### src/rtl/card_list_config.svh
`ifndef CARD_LIST_CONFIG_SVH
`define CARD_LIST_CONFIG_SVH

// Node address width where address zero is the null link
`define CARD_ADDR_W 10

// One node per RAM word
`define CARD_DEPTH 1024

`define CARD_WORD_W 32

// Card fields
`define CARD_VALUE_W 4
`define CARD_SUIT_W 2

// Removal index counted in links from the head
`define CARD_N_W 6

`endif

### src/rtl/card_list_pkg.sv
`include "card_list_config.svh"

package card_list_pkg;

    typedef struct packed {
        logic [`CARD_SUIT_W-1:0]  suit;
        logic [`CARD_VALUE_W-1:0] value;
    } card_t;

    // One RAM word holding a list node
    typedef struct packed {
        logic                    used;    // Word holds a live card
        logic [8:0]              pad_hi;
        card_t                   card;
        logic [5:0]              pad_lo;
        logic [`CARD_ADDR_W-1:0] next;    // Zero ends the list
    } card_node_t;

    typedef struct packed {
        logic [`CARD_ADDR_W-1:0] address;
        logic                    write;
        card_node_t              data;
    } ram_req_t;

endpackage

### src/rtl/node_allocator.sv
`timescale 1ns/1ps
`include "card_list_config.svh"

module node_allocator (
    input  logic                      clock,
    input  logic                      reset,
    input  logic                      alloc_start,
    output card_list_pkg::ram_req_t   req,
    input  card_list_pkg::card_node_t q,
    output logic                      alloc_done,
    output logic                      alloc_full,
    output logic [`CARD_ADDR_W-1:0]   alloc_addr
);

    localparam int LAST_ADDR = `CARD_DEPTH - 1;
    localparam logic [`CARD_ADDR_W-1:0] FIRST_ADDR = {{(`CARD_ADDR_W-1){1'b0}}, 1'b1};

    logic                    scanning;
    logic [`CARD_ADDR_W-1:0] scan_addr;    // Address being read this cycle
    logic [`CARD_ADDR_W-1:0] check_addr;   // Address whose word is on q
    logic                    last;

    assign last = (check_addr == LAST_ADDR[`CARD_ADDR_W-1:0]);

    // Stop on the first unused word or after the top address
    assign alloc_done = scanning && (!q.used || last);
    assign alloc_full = q.used;
    assign alloc_addr = check_addr;

    // Never writes and sends address 1 with the start pulse
    always_comb begin
        req         = '0;
        req.address = alloc_start ? FIRST_ADDR : scan_addr;
    end

    always_ff @(posedge clock) begin
        if (reset) begin
            scanning <= 1'b0;
        end else if (alloc_start) begin
            scanning <= 1'b1;
        end else if (alloc_done) begin
            scanning <= 1'b0;
        end
    end

    always_ff @(posedge clock) begin
        if (alloc_start) begin
            check_addr <= FIRST_ADDR;
            scan_addr  <= FIRST_ADDR + 1'b1;
        end else if (scanning) begin
            check_addr <= scan_addr;
            scan_addr  <= scan_addr + 1'b1;   // Wrapped address is never checked
        end
    end

endmodule

### config.mk
export PLATFORM = sky130hd
export DESIGN_NAME = node_allocator
export DESIGN_NICKNAME = d
export VERILOG_FILES = /design/src/rtl/card_list_pkg.sv /design/src/rtl/node_allocator.sv
export VERILOG_INCLUDE_DIRS = /design/src /design/src/rtl
export SDC_FILE = /design/constraint.sdc
export NUM_CORES = 1
export LEC_CHECK = 0
export BUFFER_PORTS_ARGS = -buffer_cell sky130_fd_sc_hd__buf_2
export CORE_MARGIN = 3
export CORE_UTILIZATION = 31
export CTS_CLUSTER_DIAMETER = 30
export DETAILED_ROUTE_END_ITERATION = 10
export SYNTH_ARGS = -nofsm -noshare
export SYNTH_HDL_FRONTEND = slang
export SYNTH_SLANG_ARGS = --single-unit
export TNS_END_PERCENT = 20
### constraint.sdc
create_clock -name clock -period 1.51 [get_ports clock]
set_input_delay 0.302 -clock clock [delete_from_list [all_inputs] [get_ports clock]]
set_output_delay 0.302 -clock clock [all_outputs]
set_load 0.1 [all_outputs]
==> impl_summary.txt <==
----------------------------------------------------
[Clock network]
  Maximum clock path buffer count ... 2
  CTS tree ... done
  Clk Latency, worst-skew pair ... about 0.26 ns
  Library cell used as clock root buffer ... clkbuf_8
  Clock transition at the registers of the reported paths ... ~0.09 ns
  TritonCTS buffer count ... 3
  Clk sinks ... 21
  Number of H-tree levels ... 1

[Yosys]
  EDFF count, synth ... 0
  Yosys top cell by area ... dfxtp_1
  Number of synthesis warnings ... 0
  Number of unique standard cell types used by synthesis ... 27
  Post-synthesis instance area ... 1190 um^2
  Proportion of register bits with asynchronous set or reset after synthesis ... 0
  Synthesized area per cell ... 8.80 um^2
  Number of instances in the synthesized netlist ... between 100 and 150
  Most used DFF post-synth ... dfxtp_1
  Post-synth top area share ... 0.354
  Cell types occupying the most area after synthesis ... dfxtp_1 35%, buf_4 22%, mux2i_1 9.3%
  Post-synthesis register bit count ... 21
  Proportion of synthesized chip area in sequential cells ... 0.354

[Floorplanning]
  Site Rows ... 21
  Initial cell density of the core ... 0.338
  Total die area ... ~4600 um^2
  Core box area ... between 3000 and 4000 um^2
  Vertical die dimension ... 67.9 um
  Die X-Extent ... slightly below 70 um
  Top-Level Pins ... 90

[Setup path]
  Start point of the critical path ... alloc_addr[2]
  Worst setup SP type ... flop
  Register-to-Register Setup Slack ... 0.23 ns
  Worst EP required ... 1.21 ns
  Worst path arrival time ... around 1.3 ns
  Crit path capture type ... output port
  Destination of the worst register-to-register timing path ... scan_addr[9]
  Start of the worst register-to-register path ... scanning
  R2R depth ... 3
  Critical path start-end classification ... flop to output port
  CP max FO ... 3

[Place]
  Detailed Place HPWL ... 1830 um
  Buffers on Ports ... 25
  Routability Congestion ... 0.742

[Pwr]
  Max VDD drop ... between 0.0003 and 0.0004 V
  Power per Cell Area ... 985 nW/um^2
  Leak ... a little over 0.7 nW
  Post-layout total power ... 1.56 mW

[GRT]
  Total overflow reported by the global router ... 0
  Antenna violations before repair ... 0
  Via count of the first global-routing pass ... 843
  Maximum number of pins on one net before global-route repair ... 18
  Overall track demand over capacity in global routing ... 0.103
  First-pass GRT wire length ... roughly 3600 um

[Final layout]
  Fraction of layout instances using a drive strength above 1 ... 0.411
  Sequential Area ... 434 um^2
  Filler cells ... 360
  Area growth syn-to-layout ... 32.8%
  Multi-input logic area ... 651 um^2
  Antenna diode count ... 0
  Number of nets in the final layout ... 205

[Hold path]
  Cell depth of the worst min-delay path ... 2
  Origin of the worst min-delay path ... reset
  Sink of the worst hold path ... scanning
  Worst min-delay path category ... primary input to flop

[Outcome]
  Violated checks ... setup timing
  Outcome ... finished, violations left

[STA]
  Final Slew Violations ... 0
  Final setup violation count ... 1
  Part of the cycle the worst path needs ... 1.09
  Worst setup slack after layout ... -0.131 ns
  Setup clock skew after layout ... between 0.008 and 0.009 ns
  Hold Worst Slack ... approximately 0.19 ns
  Post-route minimum period ... 1.64 ns
  Hold Fails Final Rpt ... 0
  Unrepaired setup endpoints after global routing ... yes
  Fmax ... 0.609 GHz

[Routing]
  Drt via density ... 3.97
  Number of design-rule violations left by the first detailed-router iteration ... 13
  Final antenna-violating net count ... 0
  Residual DRC count ... 0
  Wire length reported by the detailed router ... about 2300 um
  Detailed-router iteration count before antenna repair ... 3
  Via Count ... 849
  Routed length per placed instance ... 10.7 um

[Run]
  Number of max-cap violations ... 0

----------------------------------------------------
## cell type report
cell class,count,share of cell area
multi-input combinational,103,0.412
tap,46,0.0365
timing repair buffer,36,0.236
sequential,21,0.275
clock buffer,3,0.0261
inverter,4,0.00951
clock inverter,1,0.00475
## registers in the layout, indices dropped and copies added, names as in the netlist
name / count
alloc_addr: 10
scan_addr: 10
scanning: 1
## worst max-delay path: stages, from the launching register on
cell and delay (ns):
dfxtp_2 0.35, nand4_1 0.13, o31ai_2 0.26, and2_4 0.18, buf_12 0.16
## through the flow
stage	utilization	setup WS, ns	instances	TNS (ns)	cell area (um^2)
after floorplan	-	-0.223	167	-1.00	1370
after global placement	0.426	0.151	208	0	1500
after detailed placement	0.426	0.142	208	0	1500
after CTS	0.446	-0.141	214	-0.141	1570
after global routing	0.448	-0.175	214	-0.175	1580
final	0.448	-0.131	214	-0.131	1580
## kinds of logic after synthesis
logic type / count (synthesis) / share of synthesized area
DFF: 21 / 0.354
other: 1 / 0.00315
xor gates and xnor gates: 4 / 0.0295
buffers and inverters: 43 / 0.248
adders and majority gates: 1 / 0.0105
and+or+nand+nor: 45 / 0.198
AOI/OAI and AO/OA: 5 / 0.0263
muxes: 15 / 0.131
## synthesized netlist by cell type, drive strengths merged (2+ instances only)
cell,number
buf,38
dfxtp,21
nor2,19
mux2i,11
nor2b,7
nand2,6
nand4,5
inv,4
mux2,4
nor3,3
xor2,3
a21oi,2
## how the worst max path moves through the flow
stage                 endpoint  slack (ns)  cells past startpoint
floorplan           alloc_done       -0.22                      3
global placement    alloc_done        0.15                      4
detailed placement  alloc_done        0.14                      4
CTS                 alloc_done       -0.14                      4
global route        alloc_done       -0.17                      4
finish              alloc_done       -0.13                      4
## power by group
group	internal (mW)	leakage [nW]	switching (mW)
clock	0.186	0.0217	0.196
sequential	0.567	0.175	0.00974
combinational	0.0779	0.507	0.518
total	0.831	0.704	0.724
## placed cells by master, fill, tap and decap left out
cell type and n:
or3_1 1, ha_1 1, nor2_1 17, xnor2_1 1, buf_4 11, inv_1 4
nand4_1 4, o21ai_0 1, and2_4 1, nor2b_2 3, or2_4 1, nand3_1 1
nor2_4 1, clkbuf_8 3, xor2_1 3, nor2_2 1, dfxtp_2 11, mux2i_1 11
nor4_2 1, o311ai_0 1, buf_2 14, dfxtp_1 10, nand4_4 1, o31ai_2 1
a21oi_1 2, mux2_2 4, buf_12 11, conb_1 33, nand2_1 6, nor3_1 3
clkinvlp_4 1, nor2b_4 4
## layer usage
| layer | routed length [um] | track usage |
|---|---|---|
| met1 | 1040 | 0.135 |
| met2 | 1100 | 0.171 |
| met3 | 144 | 0.0263 |
| met4 | 6 | 0.0223 |
| met5 | 0 | 0 |
## repair_timing
action | CTS | global route
endpoints found under the setup margin | 2 | 2
gates resized for setup | 2 | 2
hold buffers | 0 | 0
pin swaps | 2 | 0
buffers inserted | 2 | 0
No activity file was read; power rests on OpenSTA's default activity.
