`src/rtl/card_list_config.svh`:
```
`ifndef CARD_LIST_CONFIG_SVH
`define CARD_LIST_CONFIG_SVH

// Node address width where address zero is the null link
`define CARD_ADDR_W 10

// One node per RAM word
`define CARD_DEPTH 1024

`define CARD_WORD_W 32

// Card fields
`define CARD_VALUE_W 4
`define CARD_SUIT_W 2

// Removal index counted in links from the head
`define CARD_N_W 6

`endif

```
`src/rtl/card_list_pkg.sv`:
```
`include "card_list_config.svh"

package card_list_pkg;

    typedef struct packed {
        logic [`CARD_SUIT_W-1:0]  suit;
        logic [`CARD_VALUE_W-1:0] value;
    } card_t;

    // One RAM word holding a list node
    typedef struct packed {
        logic                    used;    // Word holds a live card
        logic [8:0]              pad_hi;
        card_t                   card;
        logic [5:0]              pad_lo;
        logic [`CARD_ADDR_W-1:0] next;    // Zero ends the list
    } card_node_t;

    typedef struct packed {
        logic [`CARD_ADDR_W-1:0] address;
        logic                    write;
        card_node_t              data;
    } ram_req_t;

endpackage

```
`src/rtl/add_card_unit.sv`:
```
`timescale 1ns/1ps
`include "card_list_config.svh"

module add_card_unit (
    input  logic                      clock,
    input  logic                      reset,
    input  logic                      start,
    input  logic [`CARD_ADDR_W-1:0]   head,
    input  card_list_pkg::card_t      card_in,
    output card_list_pkg::ram_req_t   req,
    input  card_list_pkg::card_node_t q,
    output logic                      alloc_start,
    input  logic                      alloc_done,
    input  logic                      alloc_full,
    input  logic [`CARD_ADDR_W-1:0]   alloc_addr,
    output logic                      done,
    output logic                      error,
    output logic [`CARD_ADDR_W-1:0]   node_addr
);

    typedef enum logic [2:0] {
        IDLE,
        WALK,
        ALLOC_REQ,
        ALLOC_WAIT,
        WRITE_NODE,
        WRITE_LINK
    } state_t;

    state_t                    state;
    logic                      q_valid;    // q holds the word at cur_addr
    logic [`CARD_ADDR_W-1:0]   cur_addr;   // Ends up as the tail address
    logic                      has_tail;   // List was not empty
    card_list_pkg::card_t      card_r;
    card_list_pkg::card_node_t tail_word;
    logic [`CARD_ADDR_W-1:0]   new_addr;

    assign alloc_start = (state == ALLOC_REQ);
    assign node_addr   = new_addr;

    always_comb begin
        req = '0;
        case (state)
            WALK: begin
                req.address = q_valid ? q.next : cur_addr;   // Read ahead on the link
            end
            WRITE_NODE: begin
                req.address   = new_addr;
                req.write     = 1'b1;
                req.data.used = 1'b1;
                req.data.card = card_r;
            end
            WRITE_LINK: begin
                req.address   = cur_addr;
                req.write     = 1'b1;
                req.data      = tail_word;
                req.data.next = new_addr;
            end
            default: ;
        endcase
    end

    always_ff @(posedge clock) begin
        if (reset) begin
            state   <= IDLE;
            q_valid <= 1'b0;
            done    <= 1'b0;
            error   <= 1'b0;
        end else begin
            done <= 1'b0;
            case (state)
                IDLE: begin
                    if (start) begin
                        q_valid <= 1'b0;
                        state   <= (head == '0) ? ALLOC_REQ : WALK;   // Empty list
                    end
                end
                WALK: begin
                    q_valid <= 1'b1;
                    if (q_valid && q.next == '0) begin
                        state <= ALLOC_REQ;
                    end
                end
                ALLOC_REQ: state <= ALLOC_WAIT;
                ALLOC_WAIT: begin
                    if (alloc_done) begin
                        if (alloc_full) begin
                            done  <= 1'b1;
                            error <= 1'b1;
                            state <= IDLE;
                        end else begin
                            state <= WRITE_NODE;
                        end
                    end
                end
                WRITE_NODE: begin
                    if (has_tail) begin
                        state <= WRITE_LINK;
                    end else begin
                        done  <= 1'b1;
                        error <= 1'b0;
                        state <= IDLE;
                    end
                end
                WRITE_LINK: begin
                    done  <= 1'b1;
                    error <= 1'b0;
                    state <= IDLE;
                end
                default: state <= IDLE;
            endcase
        end
    end

    always_ff @(posedge clock) begin
        case (state)
            IDLE: begin
                if (start) begin
                    cur_addr <= head;
                    card_r   <= card_in;
                    has_tail <= (head != '0);
                end
            end
            WALK: begin
                if (q_valid) begin
                    if (q.next == '0) begin
                        tail_word <= q;
                    end else begin
                        cur_addr <= q.next;
                    end
                end
            end
            ALLOC_WAIT: begin
                if (alloc_done) begin
                    new_addr <= alloc_full ? '0 : alloc_addr;
                end
            end
            default: ;
        endcase
    end

endmodule

```
`config.mk`:
```
export PLATFORM = sky130hd
export DESIGN_NAME = add_card_unit
export DESIGN_NICKNAME = d
export VERILOG_FILES = /design/src/rtl/card_list_pkg.sv /design/src/rtl/add_card_unit.sv
export VERILOG_INCLUDE_DIRS = /design/src /design/src/rtl
export SDC_FILE = /design/constraint.sdc
export NUM_CORES = 1
export LEC_CHECK = 0
export BUFFER_PORTS_ARGS = -buffer_cell sky130_fd_sc_hd__buf_4
export CAP_MARGIN = 20
export CORE_MARGIN = 3
export CORE_UTILIZATION = 43
export DETAILED_ROUTE_END_ITERATION = 7
export PLACE_DENSITY = 0.71
export SYNTH_ARGS = -nofsm -noshare
export SYNTH_HDL_FRONTEND = slang
export SYNTH_SLANG_ARGS = --single-unit
```
`constraint.sdc`:
```
create_clock -name clock -period 2.9 [get_ports clock]
set_clock_uncertainty 0.05 [all_clocks]
set_input_delay 0.145 -clock clock [delete_from_list [all_inputs] [get_ports clock]]
set_output_delay 0.145 -clock clock [all_outputs]
set_load 0.01 [all_outputs]
```
==> flow_summary.yaml <==
setup_path:
  cp.arrival_ns: 1.95
  startpoint_type: "flip-flop"
  critical-path-max-stage-delay_ns: 0.58
  worst-path-stages: 4
  path_max_fanout: 29
  worstReg2RegEnd: "cur_addr[1]$_DFFE_PP_"
  path_cells: "nand2b_1 -> inv_4 -> and3_1 -> buf_4"
  rrSetupSlack_ns: 0.98
  end_kind: "primary output"
  cpMaxStageDelayCell: "dfxtp_1"
  rr_worst_depth: 4
  crit_buf_inv: 2
  crit_path_end: "req[9]"
  path_class: "flip-flop to primary output"
  cp.required_ns: 2.71
  reg2reg_from: "state[0]$_SDFFE_PP0P_"
  critPathLaunch: "state[1]$_SDFFE_PP0P_"
  path_delay_family: "simple AND/OR/NAND/NOR gates"
floorplanning:
  die_h_um: 83.6
  initial_utilization: 0.456
  io_pins: 119
  core_area_sq_mm: 0.00568
  die_area_sq_mm: 0.00699
  rows: 27
  die_w_um: 83.6
power:
  pwr-share-comb: 0.301
  internal_power_uw: 1410
  p_clk_frac: 0.198
  power_density_mw_per_mm2: 516
  ir_worst_vdd_mv: 0.364
  swShare: 0.293
  leakage_uw: 0.00171
  seqPwrFrac: 0.501
  switchingPower_uw: 586
run_status:
  status: "complete, no violations"
layout:
  final_common_cell: "buf_4"
  final_area_sq_mm: 0.00387
  final_nets: 412
  drive_gt1_frac: 0.406
  antenna_cells: 0
  area_growth_pct: 49.4
  most-common-layout-cells: "121 x buf_4, 49 x edfxtp_1, 29 x dlygate4sd3_1"
synthesis:
  synth-xor-area-share: 0
  yosys_warnings: 0
  syn-cell-area_sq_mm: 0.00259
  netlist_instances: 206
  syn_nets: 269
  yosys.area_share.simple: 0.191
  synthMuxAreaShare: 0.0706
  synth_cell_types: 41
  synth_area_per_cell_sq_um: 12.6
  ys_seq_elements: 55
  ys_seq_area_frac: 0.615
  synth_fa_ha_area_frac: 0
  synth_top_family_by_area: "simple AND/OR/NAND/NOR gates"
  synth_compound_area_frac: 0.0807
clock_network:
  root_buffer: "clkbuf_8"
  insertion_delay_ns: 0.29
  clk_pin_slew_ns: 0.09
  post_cts_buffers: 0
  cts_buffer_depth: 2
  numCtsBuffers: 5
  cts_sinks: 55
  cts_tree: "yes"
  htreeDepth: 2
place:
  placed_area_sq_mm: 0.00350
  dp_hpwl_um: 4960
  place_congestion: 0.835
  place_ws_ns: 1.00
  port_buffers: 118
drt:
  route.met2.wl_um: 3670
  detail_route.wl_per_cell_um: 16.5
  initialDrtViolationCount: 116
  met1Wirelength_um: 2590
  route.antenna.remaining_nets: 0
  top_layer: "met4"
  vias: 2217
  drt_first_pass_iters: 4
  drt_wl_total_um: 6970
  drc: 0
  dr_wl_met3_um: 626
  viasPerCell: 5.25
sta:
  finalMaxSlewViolations: 0
  worst_pin_slew_ns: 0.627
  rsz0062_at_grt: "false"
  whs_ns: 0.0914
  fmax_mhz: 465
  finalCriticalPeriod_ns: 2.15
  fin_tns_setup_ns: 0
  period_share: 0.741
  layout_setup_ws_ns: 0.751
  max_slew_margin: 0.582
  hold_violations: 0
  setup_viol: 0
worst_hold_path:
  hp-class: "input pin to flip-flop"
global_route:
  grt_pass1_wl_um: 11400
  grt_use_total: 0.201
  grt.overflow.total: 0
  grt_pass1_vias: 2359
  grt_max_degree: 43
  antenna_found_initial: 0
flow_run:
  drv_cap: 0
==> power groups by stage <==
stage	clock network (uW)	logic (uW)	registers (uW)
global placement	0	557	1020
floorplan	0	375	992
CTS	408	602	998
global route	445	660	1010
detailed placement	0	570	1020
finish	396	601	999
==> synthesized netlist by cell type (all sizes together) <==
cell type   n  area share
nor2b      12       0.030
a211oi      3       0.015
a32oi       9       0.030
edfxtp     49        0.57
o21a        1      0.0029
a31oi       2      0.0048
or3         1      0.0024
and3       27       0.065
nand4       1      0.0024
nand3b      1      0.0029
o21bai      1      0.0029
mux2i       7       0.027
a22o        1      0.0034
a21oi       3      0.0058
a31o        2      0.0068
nor2       16       0.024
nor3        3       0.010
dfxtp       6       0.046
a22oi       1      0.0048
clkbuf      5      0.0077
o32ai       1      0.0034
mux2       10       0.044
and2        1      0.0024
buf         9       0.028
nand2      20       0.029
inv         4      0.0068
nand3       3      0.0058
nand2b      2      0.0048
nor4        5       0.012
==> metal layers <==
| metal | track usage | vias up |
|---|---|---|
| met1 | 0.231 | 1050 |
| li1 | - | 1058 |
| met3 | 0.0642 | 6 |
| met4 | 0.0599 | 0 |
| met2 | 0.358 | 103 |
| met5 | 0 | - |
==> logic make-up after synthesis <==
group | after synthesis
multiplexers | 17
AO/OA/AOI/OAI | 24
flip-flops | 55
buffers and inverters | 18
AND/OR/NAND/NOR | 92
==> per-stage QoR <==
step           total power (uW)   util  instances
2_1_floorplan              1370      -        206
3_3_place_gp               1570  0.616        385
3_5_place_dp               1590  0.616        385
4_1_cts                    2010  0.682        422
5_1_grt                    2110  0.682        422
6_report                   2000  0.682        422
==> worst min-delay path by stage <==
stage                                             to           from  cells past startpoint  slack, ns
final                     node_addr[3]$_SDFFCE_PP0P_  alloc_addr[3]                      2       0.09
after global routing      node_addr[6]$_SDFFCE_PP0P_  alloc_addr[6]                      2       0.08
after CTS                      cur_addr[2]$_DFFE_PP_        head[2]                      2       0.08
after detailed placement     tail_word[27]$_DFFE_PP_          q[27]                      1       0.27
after global placement       tail_word[21]$_DFFE_PP_          q[21]                      1       0.27
after floorplan                   error$_SDFFE_PP0P_          reset                      1       0.16
==> area by class of cell <==
| type | instances | area [sq um] |
|---|---|---|
| Multi-Input combinational cell | 133 | 890 |
| Fill cell | 422 | 1810 |
| Inverter | 4 | 17.5 |
| Timing Repair Buffer | 150 | 1200 |
| Clock inverter | 1 | 5.00 |
| Sequential cell | 55 | 1590 |
| Tap cell | 72 | 90.1 |
| Clock buffer | 7 | 76.3 |
==> worst reg2reg max path, delay by kind of cell, from the launching register on <==
family,cells,cell delay [ns]
compound gates,1,0.34
buf+inv,1,0.25
flops,1,0.33
simple gates,2,0.64
==> flip-flops by register name, summed over array words and instances, names as in the netlist <==
register and cells:
state 3, error 1, done 1, tail_word 22, card_r 6, has_tail 1
q_valid 1, cur_addr 10, node_addr 10
==> timing repair <==
action	4_1_cts	5_1_grt
hold buffers	29	0
hold endpoints to repair	29	0
gates resized for setup	0	0
No activity file was read; power rests on OpenSTA's default activity.
