`config.mk`:
```
export PLATFORM = sky130hd
export DESIGN_NAME = remove_card_unit
export DESIGN_NICKNAME = d
export VERILOG_FILES = /design/src/rtl/card_list_pkg.sv /design/src/rtl/remove_card_unit.sv
export VERILOG_INCLUDE_DIRS = /design/src /design/src/rtl
export SDC_FILE = /design/constraint.sdc
export NUM_CORES = 1
export LEC_CHECK = 0
export BUFFER_PORTS_ARGS = -buffer_cell sky130_fd_sc_hd__buf_2
export CAP_MARGIN = 0
export CELL_PAD_IN_SITES_DETAIL_PLACEMENT = 1
export CELL_PAD_IN_SITES_GLOBAL_PLACEMENT = 2
export CORE_MARGIN = 10
export CORE_UTILIZATION = 37
export CTS_CLUSTER_DIAMETER = 30
export DETAILED_ROUTE_END_ITERATION = 12
export HOLD_SLACK_MARGIN = 0.03
export MAX_ROUTING_LAYER = met4
export PLACE_DENSITY = 0.88
export SETUP_SLACK_MARGIN = 0.4
export SKIP_LAST_GASP = 1
export SLEW_MARGIN = 30
export SYNTH_ARGS = -nofsm -noshare
export SYNTH_HDL_FRONTEND = slang
export SYNTH_SLANG_ARGS = --single-unit
```
`constraint.sdc`:
```
create_clock -name clock -period 5.7 [get_ports clock]
set_input_delay 1.14 -clock clock [delete_from_list [all_inputs] [get_ports clock]]
set_output_delay 1.14 -clock clock [all_outputs]
set_load 0.01 [all_outputs]
```
`src/rtl/card_list_config.svh`:
```
`ifndef CARD_LIST_CONFIG_SVH
`define CARD_LIST_CONFIG_SVH

// Node address width where address zero is the null link
`define CARD_ADDR_W 10

// One node per RAM word
`define CARD_DEPTH 1024

`define CARD_WORD_W 32

// Card fields
`define CARD_VALUE_W 4
`define CARD_SUIT_W 2

// Removal index counted in links from the head
`define CARD_N_W 6

`endif

```
`src/rtl/card_list_pkg.sv`:
```
`include "card_list_config.svh"

package card_list_pkg;

    typedef struct packed {
        logic [`CARD_SUIT_W-1:0]  suit;
        logic [`CARD_VALUE_W-1:0] value;
    } card_t;

    // One RAM word holding a list node
    typedef struct packed {
        logic                    used;    // Word holds a live card
        logic [8:0]              pad_hi;
        card_t                   card;
        logic [5:0]              pad_lo;
        logic [`CARD_ADDR_W-1:0] next;    // Zero ends the list
    } card_node_t;

    typedef struct packed {
        logic [`CARD_ADDR_W-1:0] address;
        logic                    write;
        card_node_t              data;
    } ram_req_t;

endpackage

```
`src/rtl/remove_card_unit.sv`:
```
`timescale 1ns/1ps
`include "card_list_config.svh"

module remove_card_unit (
    input  logic                      clock,
    input  logic                      reset,
    input  logic                      start,
    input  logic [`CARD_ADDR_W-1:0]   head,
    input  logic [`CARD_N_W-1:0]      n,
    output card_list_pkg::ram_req_t   req,
    input  card_list_pkg::card_node_t q,
    output logic                      done,
    output logic                      error,
    output card_list_pkg::card_t      removed_card
);

    typedef enum logic [1:0] {
        IDLE,
        WALK,
        WRITE_PRED,
        CLEAR
    } state_t;

    state_t                    state;
    logic                      q_valid;     // q holds the word at cur_addr
    logic [`CARD_ADDR_W-1:0]   cur_addr;    // Ends up as the target address
    logic [`CARD_N_W-1:0]      n_r;
    logic [`CARD_N_W-1:0]      count;       // Links followed to reach cur_addr
    logic [`CARD_ADDR_W-1:0]   pred_addr;
    card_list_pkg::card_node_t pred_word;
    card_list_pkg::card_node_t tgt_word;
    logic                      start_error;
    logic                      at_target;
    logic                      walk_error;

    // n of zero would remove the head, which has no predecessor
    assign start_error = (head == '0) || (n == '0);
    assign at_target   = q_valid && (count == n_r);
    assign walk_error  = q_valid && (count != n_r) && (q.next == '0);

    always_comb begin
        req = '0;
        case (state)
            WALK: req.address = q_valid ? q.next : cur_addr;
            WRITE_PRED: begin
                req.address   = pred_addr;
                req.write     = 1'b1;
                req.data      = pred_word;
                req.data.next = tgt_word.next;   // Skip over the removed node
            end
            CLEAR: begin
                req.address = cur_addr;
                req.write   = 1'b1;
            end
            default: ;
        endcase
    end

    always_ff @(posedge clock) begin
        if (reset) begin
            state   <= IDLE;
            q_valid <= 1'b0;
            done    <= 1'b0;
            error   <= 1'b0;
        end else begin
            done <= 1'b0;
            case (state)
                IDLE: begin
                    if (start && start_error) begin
                        done  <= 1'b1;
                        error <= 1'b1;
                    end else if (start) begin
                        q_valid <= 1'b0;
                        state   <= WALK;
                    end
                end
                WALK: begin
                    q_valid <= 1'b1;
                    if (at_target) begin
                        state <= WRITE_PRED;
                    end else if (walk_error) begin
                        done  <= 1'b1;   // Ran off the tail
                        error <= 1'b1;
                        state <= IDLE;
                    end
                end
                WRITE_PRED: state <= CLEAR;
                CLEAR: begin
                    done  <= 1'b1;
                    error <= 1'b0;
                    state <= IDLE;
                end
                default: state <= IDLE;
            endcase
        end
    end

    always_ff @(posedge clock) begin
        case (state)
            IDLE: begin
                if (start) begin
                    cur_addr <= head;
                    n_r      <= n;
                    count    <= '0;
                    if (start_error) begin
                        removed_card <= '0;
                    end
                end
            end
            WALK: begin
                if (at_target) begin
                    tgt_word <= q;
                end else if (walk_error) begin
                    removed_card <= '0;
                end else if (q_valid) begin
                    pred_addr <= cur_addr;
                    pred_word <= q;
                    cur_addr  <= q.next;
                    count     <= count + 1'b1;
                end
            end
            CLEAR: removed_card <= tgt_word.card;
            default: ;
        endcase
    end

endmodule

```
==> impl_results.md, run 1 <==
- Levels on crit path: 4
- Critical path endpoint category: output port
- CTS resizes: 0
- Worst hold path cell count: 2
- Critical path's top delay family: flip-flops
- Max FO, Critical Path: 25
- Worst slew margin: between 30 and 40%
- R2R setup slack: between 2000 and 3000 ps
- YS warnings: 0
- Post CTS Setup Buffer Count: 0
- Hpwl dp: roughly 7.1 mm
- # nets final: ~420
- Commonest non-fill, non-tap cell in the layout: buf_2
- Vias in the first global route: ~2700
- Setup tns final: 0 ps
- Total track usage: between 10% and 20%
- Die Span X: approximately 120 um
- Most used cells in the layout excluding fill and tap cells: buf_2, edfxtp_1, and2_1
- CP Class: register to output port
- CTS buffer count: 9
- Ratio of cells with drive above 1 in the final layout: 37.33%
- Crit path launch type: register
- Critical-path top delay cell: dfxtp_1
- Core Area: 0.009328 sq mm
- Clock Skew: 12.97 ps
- CTS tree: built
- Clk pwr share: about a third
- Die H: around 120 um
- Synth-to-layout area growth: 24.31%
- Largest net degree at the start of global routing: 34
- Synthesized Nets: about 320
- Number of vias per cell: between 4 and 5
- # diodes: 0
- Hold_buf cts: 0
- Num rows: 35
- Switching share of power: about a quarter
- Crit-path cells: nor2b_1 -> a21o_1 -> a22o_1 -> buf_2
- Outcome: finished clean
- FMAX: 273.2 MHz
- Yosys reg bits: between 80 and 90
- Switching power: approximately 340 uW
- RSZ-0062 raised after global routing: false
- Leading register cell type out of synthesis: edfxtp_1
- Initial antenna violation count: 0
- Distinct cells, synth: 37
- Max-cap violations: 0
- CP arrival: approximately 2500 ps
- Grt ovf: 0
- Post-synthesis sequential area ratio: about two thirds
- Pins Over Slew Limit: 0
- Top-Level Pins: 102
- Antenna-violating nets left: 0
- CTS H-tree depth: 3
- Reg clk slew, reported paths: roughly 90 ps
- Leak: approximately 0.0018 uW
- Worst-Margin Slew: about 910 ps
- Final min period: 3661 ps
- TritonCTS Sinks: 81
- Internal Power: around 1000 uW
- Total Wirelength: 9.402 mm
- First drt pass iteration count: 4
- Die area: 0.01405 sq mm
- Fillers: slightly above 1000
- PD cells: 296.7 mW/mm^2
- Final worst-path cycle share: roughly 64%
- Final setup viols: 0
- Worst endpoint required time: around 4600 ps
- Clock Path Buffers: 2
- First-pass GRT wire length: roughly 15 mm
- Async SR Flop Fraction: 0%
- CP peak stage delay: around 890 ps
- Peak supply drop: between 0.1 and 0.15 mV
- Sequential Power Share: 54.0%
- Combinational share of power: between 10 and 15%
- Wirelength per Cell: 18.65 um
- Mapped Cells: around 270
- Gpl congestion: between 0.8 and 0.9
- Mean post-synth cell area: ~13 sq um
- Reg2reg path depth: 4
- Hold/Removal Path Class: register to register
- Clock Latency Late Sink: ~360 ps
- 1st-iter DRT viols: between 100 and 150
- Synthesized area: roughly 0.0036 sq mm
- DR vias: about 2500
- Final Hold Vio Count: 0
- Starting Density: 38.51%
- Root buffer cell: clkbuf_8
- Drt drc: 0
- Worst Path Buf+Inv: 1
- Final core utilization: 47.87%
- IO Port Bufs: ~100
- Post-synth EDFFs: between 70 and 80
## synth_stat cells (5+ instances only)
cell	n	area share (%)
nor2_1	7	0.73
o21ai_0	11	1.5
dfxtp_1	5	2.8
a21o_1	10	2.1
xnor2_1	8	2.0
edfxtp_1	76	64
mux2_2	10	3.1
nor2b_1	13	2.3
clkbuf_1	13	1.4
a22o_1	10	2.4
and3_1	7	1.2
nand2_1	15	1.6
and2_1	33	5.7
a21oi_1	11	1.5
## final cells by class
cell class | instances | area [sq um] | share of cell area, %
Inverter | 4 | 15.01 | 0.3362
Multi-Input combinational cell | 169 | 1159 | 25.95
Sequential cell | 81 | 2382 | 53.35
Timing Repair Buffer | 105 | 535.5 | 11.99
Clock buffer | 10 | 137.6 | 3.082
Clock inverter | 6 | 75.07 | 1.681
Tap cell | 129 | 161.4 | 3.614
## path summary, 6_finish.rpt
path,startpoint,to
setup / recovery,q_valid,req[33]
hold / removal,error,error
setup reg to reg,register,pred_addr[6]
hold reg to reg,error,error
## state kept, by name, indices dropped and copies added, names as in the netlist, named ones only
register and flops:
error 1, q_valid 1, count 6, n_r 6
done 1, tgt_word 16, cur_addr 10, pred_addr 10
state 1, removed_card 6, pred_word 22
## power groups by stage
stage          clock network (uW)  registers [uW]  logic, uW
2_1_floorplan                   0             718        105
3_3_place_gp                    0             727        154
3_5_place_dp                    0             729        161
4_1_cts                       456             716        162
5_1_grt                       479             721        179
6_report                      449             715        160
## metal layers
| metal | vias up | share of wire [%] | global-route usage, % |
|---|---|---|---|
| met5 | - | 0 | - |
| met4 | 0 | 1.7 | 5.115 |
| met3 | 15 | 4.5 | 3.284 |
| met2 | 65 | 50 | 22.82 |
| met1 | 1184 | 43 | 15.48 |
| li1 | 1189 | - | - |
## cell families after synthesis
group,Yosys count,synth area share [%]
xor+xnor,10,2.438
fa+ha+maj,1,0.3483
buf+inv,19,2.055
compound gates,54,10.14
simple gates,94,15.57
mux,10,3.135
flops,81,66.32
## per-stage QoR
| stage | cell area [sq um] | total power, uW | worst slack, ps | hold slack (ps) | cells |
|---|---|---|---|---|---|
| after floorplan | 3592 | 823.3 | 1654 | 435.7 | 269 |
| after global placement | 4235 | 880.8 | 2449 | 442.9 | 487 |
| after detailed placement | 4243 | 890.1 | 2354 | 448.7 | 488 |
| after CTS | 4456 | 1334 | 1953 | 470.6 | 504 |
| after global routing | 4466 | 1379 | 1905 | 498.3 | 504 |
| final | 4466 | 1325 | 2039 | 467.8 | 504 |
## worst register-to-register path, cell delays in order (launching register included)
cell,delay [ps]
dfxtp_1,590
nor2b_1,410
nand2_1,190
nor3_2,790
buf_4,460
Note: power is estimated with default switching activity, not from simulation.
==> run 2, diff against run 1 <==
Settings changed: ABC_AREA from default to 1, CORE_UTILIZATION 37 to 28, PLACE_DENSITY 0.88 to 0.77.
Clock period 5.7 ns to 3.2 ns, I/O delays scaled along.
==> run 2 against run 1 <==
Effect of this change: clock skew down 6.0 ps; wire length up 3.5%; flip-flop and latch count unchanged; critical endpoint is now req[41]; clock power up 120%; total power up 90%; via count up 8.8%; hold slack about the same; register-to-register slack worse by 1900 ps; first-iteration DRC count down 24%; critical path type unchanged.
==> impl_results.md, run 2 <==
- Outcome: finished clean (unchanged)
- Final min period: 2623 ps
- Max-cap violations: 0 (unchanged)
- Drt drc: 0 (unchanged)
- Final setup viols: 0 (unchanged)
- CTS H-tree depth: 3 (unchanged)
- Synth area leaders: edfxtp_1, inv_1, nor2_1, nand2_1, dfxtp_1 (was edfxtp_1, and2_1, mux2_2, dfxtp_1, a22o_1)
- Grt met1 use: 13.96% (was 15.48%)
- CP Class: register to output port (unchanged)
- Final worst-path cycle share: 81.98%
- Reg clk slew, reported paths: 60 ps (was 90 ps)
- Yosys reg bits: 81 (unchanged)
- Worst R2R Start: count[1]
- TritonCTS Sinks: 81 (unchanged)
- IO Port Bufs: 101 (unchanged)
- R2R setup slack: 990 ps (was 2920 ps)
- Dominant cell type by area after synthesis: edfxtp_1 (unchanged)
- Synthesized area: 0.003561 sq mm (was 0.003592 sq mm)
- Grt ovf: 0 (unchanged)
- Placed inst area: 0.004258 sq mm (was 0.004243 sq mm)
- Crit path launch type: register (unchanged)
- Hold/Removal Path Class: input pin to register (was register to register)
- GR peak layer: met2 (unchanged)
- Post CTS Setup Buffer Count: 0 (unchanged)
- First drt pass iteration count: 4 (unchanged)
- CTS buffer count: 9 (unchanged)
- Core Area: 0.01252 sq mm (was 0.009328 sq mm)
- First-pass GRT wire length: 15.76 mm (was 14.82 mm)
- Critical path endpoint category: output port (unchanged)
- Post-Layout Cell Count: 627 (was 504)
- Max FO, Critical Path: 17 (was 25)
- 1st-iter DRT viols: 90 (was 118)
- Synthesized Nets: 396 (was 321)
- Starting Density: 28.45% (was 38.51%)
- DR vias: 2670 (was 2453)
- Num rows: 41 (was 35)
- Leak: 0.002158 uW (was 0.001829 uW)
- Post-synth EDFFs: 76 (unchanged)
- Die H: 132.8 um (was 118.5 um)
- Total track usage: 11.72% (was 13.63%)
- Setup tns final: 0 ps (unchanged)
- Clock Skew: 6.962 ps (was 12.97 ps)
- Largest net degree at the start of global routing: 35 (was 34)
- Initial antenna violation count: 0 (unchanged)
- # nets final: 502 (was 422)
- Ratio of cells with drive above 1 in the final layout: 29.23% (was 37.33%)
- Fin area: 0.004547 sq mm (was 0.004466 sq mm)
- Most common cell in the netlist: inv_1 (was edfxtp_1)
- Pins Over Slew Limit: 0 (unchanged)
- FMAX: approximately 380 MHz
- Async SR Flop Fraction: 0% (unchanged)
- Peak supply drop: 0.2269 mV (was 0.1436 mV)
- Worst slew margin: 59.27% (was 39.26%)
- Antenna-violating nets left: 0 (unchanged)
- CP arrival: 1980 ps (was 2520 ps)
- Worst Path Buf+Inv: 1 (unchanged)
- Commonest cells in the netlist: inv_1, edfxtp_1, nor2_1 (was edfxtp_1, and2_1, nand2_1)
- CTS tree: built (unchanged)
- Total Wirelength: 9.729 mm (was 9.402 mm)
- Final Hold Vio Count: 0 (unchanged)
- Gpl congestion: 0.7697 (was 0.8452)
- Hold_buf cts: 0 (unchanged)
- Hold path startpoint: q[10] (was error)
- Crit path from: state[0] (was q_valid)
- Die area: 0.01763 sq mm (was 0.01405 sq mm)
- Clock Path Buffers: 2 (unchanged)
- Top flop regs: pred_word: 22 flops, tgt_word: 16 flops (unchanged)
- Mean post-synth cell area: 10.35 sq um (was 13.35 sq um)
- Worst endpoint required time: 2560 ps (was 4560 ps)
- Critical-path top delay cell: nor2_2 (was dfxtp_1)
- Commonest non-fill, non-tap cell in the layout: buf_2 (unchanged)
- Met3 Track Usage GR: 4.391% (was 3.284%)
- Power, Total: 2523 uW (was 1325 uW)
- PD cells: 555.0 mW/mm^2 (was 296.7 mW/mm^2)
- Mapped Cells: 344 (was 269)
- Dpl cells: 611 (was 488)
- Hpwl dp: 7.638 mm (was 7.112 mm)
- Post-synthesis sequential area ratio: 66.90% (was 66.32%)
- Wirelength per Cell: 15.52 um (was 18.65 um)
- Number of vias per cell: 4.258 (was 4.867)
- Top-Level Pins: 102 (unchanged)
- Vias in the first global route: 2876 (was 2745)
- Top cell type's share of synthesized area: 64.09% (was 63.53%)
- Synth-to-layout area growth: 27.69% (was 24.31%)
- Fillers: 1463 (was 1007)
- Area of the multi-input gates: 823.3 sq um (was 0.001159 sq mm)
- RSZ-0062 raised after global routing: false (unchanged)
- Die Span X: 132.8 um (was 118.5 um)
- Clock Latency Late Sink: 340 ps (was 360 ps)
- Leading register cell type out of synthesis: edfxtp_1 (unchanged)
- CTS resizes: 0 (unchanged)
- # diodes: 0 (unchanged)
- Reg area: 0.002382 sq mm (unchanged)
- Met2 usage: 17.88% (was 22.82%)
- Largest Register: pred_word (unchanged)
- Worst-Margin Slew: 610.2 ps (was 906.1 ps)
- YS warnings: 0 (unchanged)
- Distinct cells, synth: 24 (was 37)
- Largest register FFs: 22 (unchanged)
- Most used cells in the layout excluding fill and tap cells: buf_2, inv_1, edfxtp_1 (was buf_2, edfxtp_1, and2_1)
- Crit-path cells: nand2_2 -> nor2_2 -> a22oi_1 -> o211ai_1 -> buf_2 (was nor2b_1 -> a21o_1 -> a22o_1 -> buf_2)
- Root buffer cell: clkbuf_16 (was clkbuf_8)
- Critical path's top delay family: simple AND/OR/NAND/NOR gates (was flip-flops)
- CP peak stage delay: 440 ps (was 890 ps)
## run 2: layer usage
metal / vias to the layer above / share of wire [%]
met1: 1265 / 47
met2: 81 / 45
met4: 0 / 1.4
li1: 1314 / -
met3: 10 / 6.7
met5: - / 0
## run 2: worst paths after layout
kind                            depth (start not counted)             to
worst min-delay path                                    1  pred_word[10]
worst min register to register                          0   pred_addr[5]
worst max-delay path                                    5        req[41]
worst max register to register                          8  pred_word[19]
## run 2: cell type report
cell class	instances	share of cell area, %
tap	172	4.733
timing repair buffer	103	11.72
multi-input combinational	174	18.11
inverter	81	6.687
clock buffer	11	5.118
sequential	81	52.39
clock inverter	5	1.238
## run 2: cell families after synthesis
family                   Yosys count  share of synthesized area [%]
AND/OR/NAND/NOR                  140                          16.48
buffers and inverters             89                          9.979
flip-flops                        81                          66.90
AO/OA/AOI/OAI                     33                          6.289
adder cells (fa/ha/maj)            1                         0.3513
## run 2: per-stage QoR
step | hold slack [ps] | utilization, % | setup slack, ps
3_5_place_dp | 462.2 | 34.02 | 934.0
3_3_place_gp | 449.6 | 34.02 | 1012
2_1_floorplan | 444.6 | - | 1223
5_1_grt | 451.0 | 36.33 | 410.7
4_1_cts | 451.8 | 36.33 | 540.0
6_report | 468.3 | 36.33 | 576.7
## run 2: report_power, final
group | switching, uW | internal [uW] | total, uW
logic | 152 | 83.4 | 236
clock network | 408 | 602 | 1010
registers | 40.0 | 1240 | 1280
total | 600 | 1920 | 2520
==> run 3, diff against run 2 <==
Settings changed: CORE_UTILIZATION 28 to 32, PLACE_DENSITY 0.77 to 0.83.
Clock period 3.2 ns to 2.73 ns, I/O delays scaled along.
==> run 3 against run 2 <==
Effect of this change: count of clock-buffer cells in the layout shrank 2; total power grew 13%; largest power group unchanged; sequential share of layout area grew 0.26 points; sequential power grew 17%; first-iteration DRC count grew 31%; clock skew grew 0.96 ps; clock power grew 6%.
==> impl_results.md, run 3 (same netlist as run 2, synthesis figures left out) <==
- Clock Latency Late Sink: 340 ps (about the same)
- Reg clk slew, reported paths: 90 ps (was 60 ps)
- Critical path endpoint category: output port (unchanged)
- Worst slew margin: 57.66% (was 59.27%)
- Wirelength per Cell: 16.34 um (was 15.52 um)
- Peak supply drop: 0.2277 mV (was 0.2269 mV)
- CP Class: register to output port (unchanged)
- TritonCTS Sinks: 81 (unchanged)
- Post-Layout Cell Count: 599 (was 627)
- Place WS: 500.7 ps (was 934.0 ps)
- Top-Level Pins: 102 (unchanged)
- Hold EP: pred_word[12] (was pred_word[10])
- Grt ovf: 0 (unchanged)
- Final worst-path cycle share: between 80% and 90%
- Largest net degree at the start of global routing: 33 (was 35)
- Total track usage: 12.41% (was 11.72%)
- Initial antenna violation count: 0 (unchanged)
- 1st-iter DRT viols: 118 (was 90)
- Die Span X: 125.5 um (was 132.8 um)
- CTS tree: built (unchanged)
- # diodes: 0 (unchanged)
- Worst endpoint required time: 2180 ps (was 2560 ps)
- Num rows: 38 (was 41)
- Total Wirelength: 9.789 mm (was 9.729 mm)
- Clock Skew: 7.922 ps (was 6.962 ps)
- R2R setup slack: 680 ps (was 990 ps)
- Setup WS post-layout: 529.6 ps (was 576.7 ps)
- Crit path launch type: register (unchanged)
- Ratio of cells with drive above 1 in the final layout: 31.59% (was 29.23%)
- Most used cells in the layout excluding fill and tap cells: buf_2, inv_1, edfxtp_1 (unchanged)
- DR vias: 2709 (was 2670)
- Final Hold Vio Count: 0 (unchanged)
- First drt pass iteration count: 4 (unchanged)
- Final min period: approximately 2200 ps
- Root buffer cell: clkbuf_8 (was clkbuf_16)
- Leak: 0.002173 uW (was 0.002158 uW)
- Core Area: 0.01089 sq mm (was 0.01252 sq mm)
- PD cells: 630.4 mW/mm^2 (was 555.0 mW/mm^2)
- Antenna-violating nets left: 0 (unchanged)
- Worst reg2reg endpoint: pred_word[20] (was pred_word[19])
- Hold_buf cts: 0 (unchanged)
- Reg2reg path depth: 8 (unchanged)
- RSZ-0062 raised after global routing: false (unchanged)
- Starting Density: 32.71% (was 28.45%)
- Largest register FFs: 22 (unchanged)
- CTS buffer count: 9 (unchanged)
- First-pass GRT wire length: 15.34 mm (was 15.76 mm)
- Worst R2R Start: count[1] (unchanged)
- Dpl cells: 579 (was 611)
- Max-cap violations: 0 (unchanged)
- Drt drc: 0 (unchanged)
- Commonest non-fill, non-tap cell in the layout: buf_2 (unchanged)
- Setup tns final: 0 ps (unchanged)
- Max FO, Critical Path: 9 (was 17)
- CP arrival: 1650 ps (was 1980 ps)
- # nets final: 506 (was 502)
- Pins Over Slew Limit: 0 (unchanged)
- Clock Path Buffers: 2 (unchanged)
- Worst hold path cell count: 1 (unchanged)
- Hold path startpoint: q[12] (was q[10])
- Synth-to-layout area growth: 27.27% (was 27.69%)
- Vias in the first global route: 2920 (was 2876)
- Outcome: finished clean (unchanged)
- Hold/Removal Path Class: input pin to register (unchanged)
- FMAX: roughly 450 MHz
- Die area: 0.01575 sq mm (was 0.01763 sq mm)
- Hpwl dp: 7.464 mm (was 7.638 mm)
- Number of vias per cell: 4.523 (was 4.258)
- Largest Register: pred_word (unchanged)
- Worst-Margin Slew: 634.3 ps (was 610.2 ps)
- CTS H-tree depth: 3 (unchanged)
- IO Port Bufs: 101 (unchanged)
- Final setup viols: 0 (unchanged)
- Die H: 125.5 um (was 132.8 um)
- Gpl congestion: 0.7952 (was 0.7697)
- Top flop regs: pred_word: 22 flops, tgt_word: 16 flops (unchanged)
==> run 3: where the power goes <==
group / switching (uW) / internal (uW) / leakage, uW
sequential: 46.9 / 1450 / 0.000741
combinational: 184 / 106 / 0.00131
clock: 452 / 619 / 0.000122
==> run 3: per-layer routing <==
| metal | vias up | routed length, um | global-route usage (%) |
|---|---|---|---|
| met5 | - | 0 | - |
| met4 | 0 | 89 | 4.065 |
| li1 | 1322 | - | - |
| met2 | 76 | 4616 | 19.52 |
| met3 | 6 | 489 | 3.253 |
| met1 | 1305 | 4594 | 15.17 |
==> run 3: layout make-up <==
cell class                 count  area (sq um)
inverter                      81         307.8
sequential                    81          2386
timing repair buffer         106         559.3
tap                          140         175.2
multi-input combinational    174         845.8
clock inverter                 7         126.4
fill                        1280          6356
timing repair inverter         1         7.507
clock buffer                   9         123.9
==> run 3: how the worst max path moves through the flow <==
stage	from	to	slack (ps)	cells past startpoint
2_1_floorplan	count[0]	pred_addr[0]	760	7
3_3_place_gp	state[0]	req[42]	530	5
3_5_place_dp	state[0]	req[42]	500	5
4_1_cts	q_valid	req[42]	430	5
5_1_grt	register	req[19]	410	5
6_report	register	req[34]	530	6
==> run 3: what timing repair did <==
item,CTS,global route
setup endpoints to repair,41,9
pin swaps,1,0
buffers inserted,2,1
gates cloned,0,1
gates resized for setup,7,5
==> run 3: per-stage QoR <==
stage	power, uW	instance area (sq um)	hold slack (ps)	util, %
3_5_place_dp	1804	4218	463.3	38.74
3_3_place_gp	1792	4218	450.9	38.74
6_report	2857	4532	376.7	41.62
4_1_cts	2885	4508	354.9	41.40
5_1_grt	2993	4532	349.2	41.62
2_1_floorplan	1670	3561	444.6	-
==> run 3: worst max-delay path, stage by stage (launching register included) <==
cell and delay, ps:
dfxtp_2 350, inv_1 110, nand2_4 90, nor2_4 250, a22oi_1 190, o211ai_1 140, buf_2 180
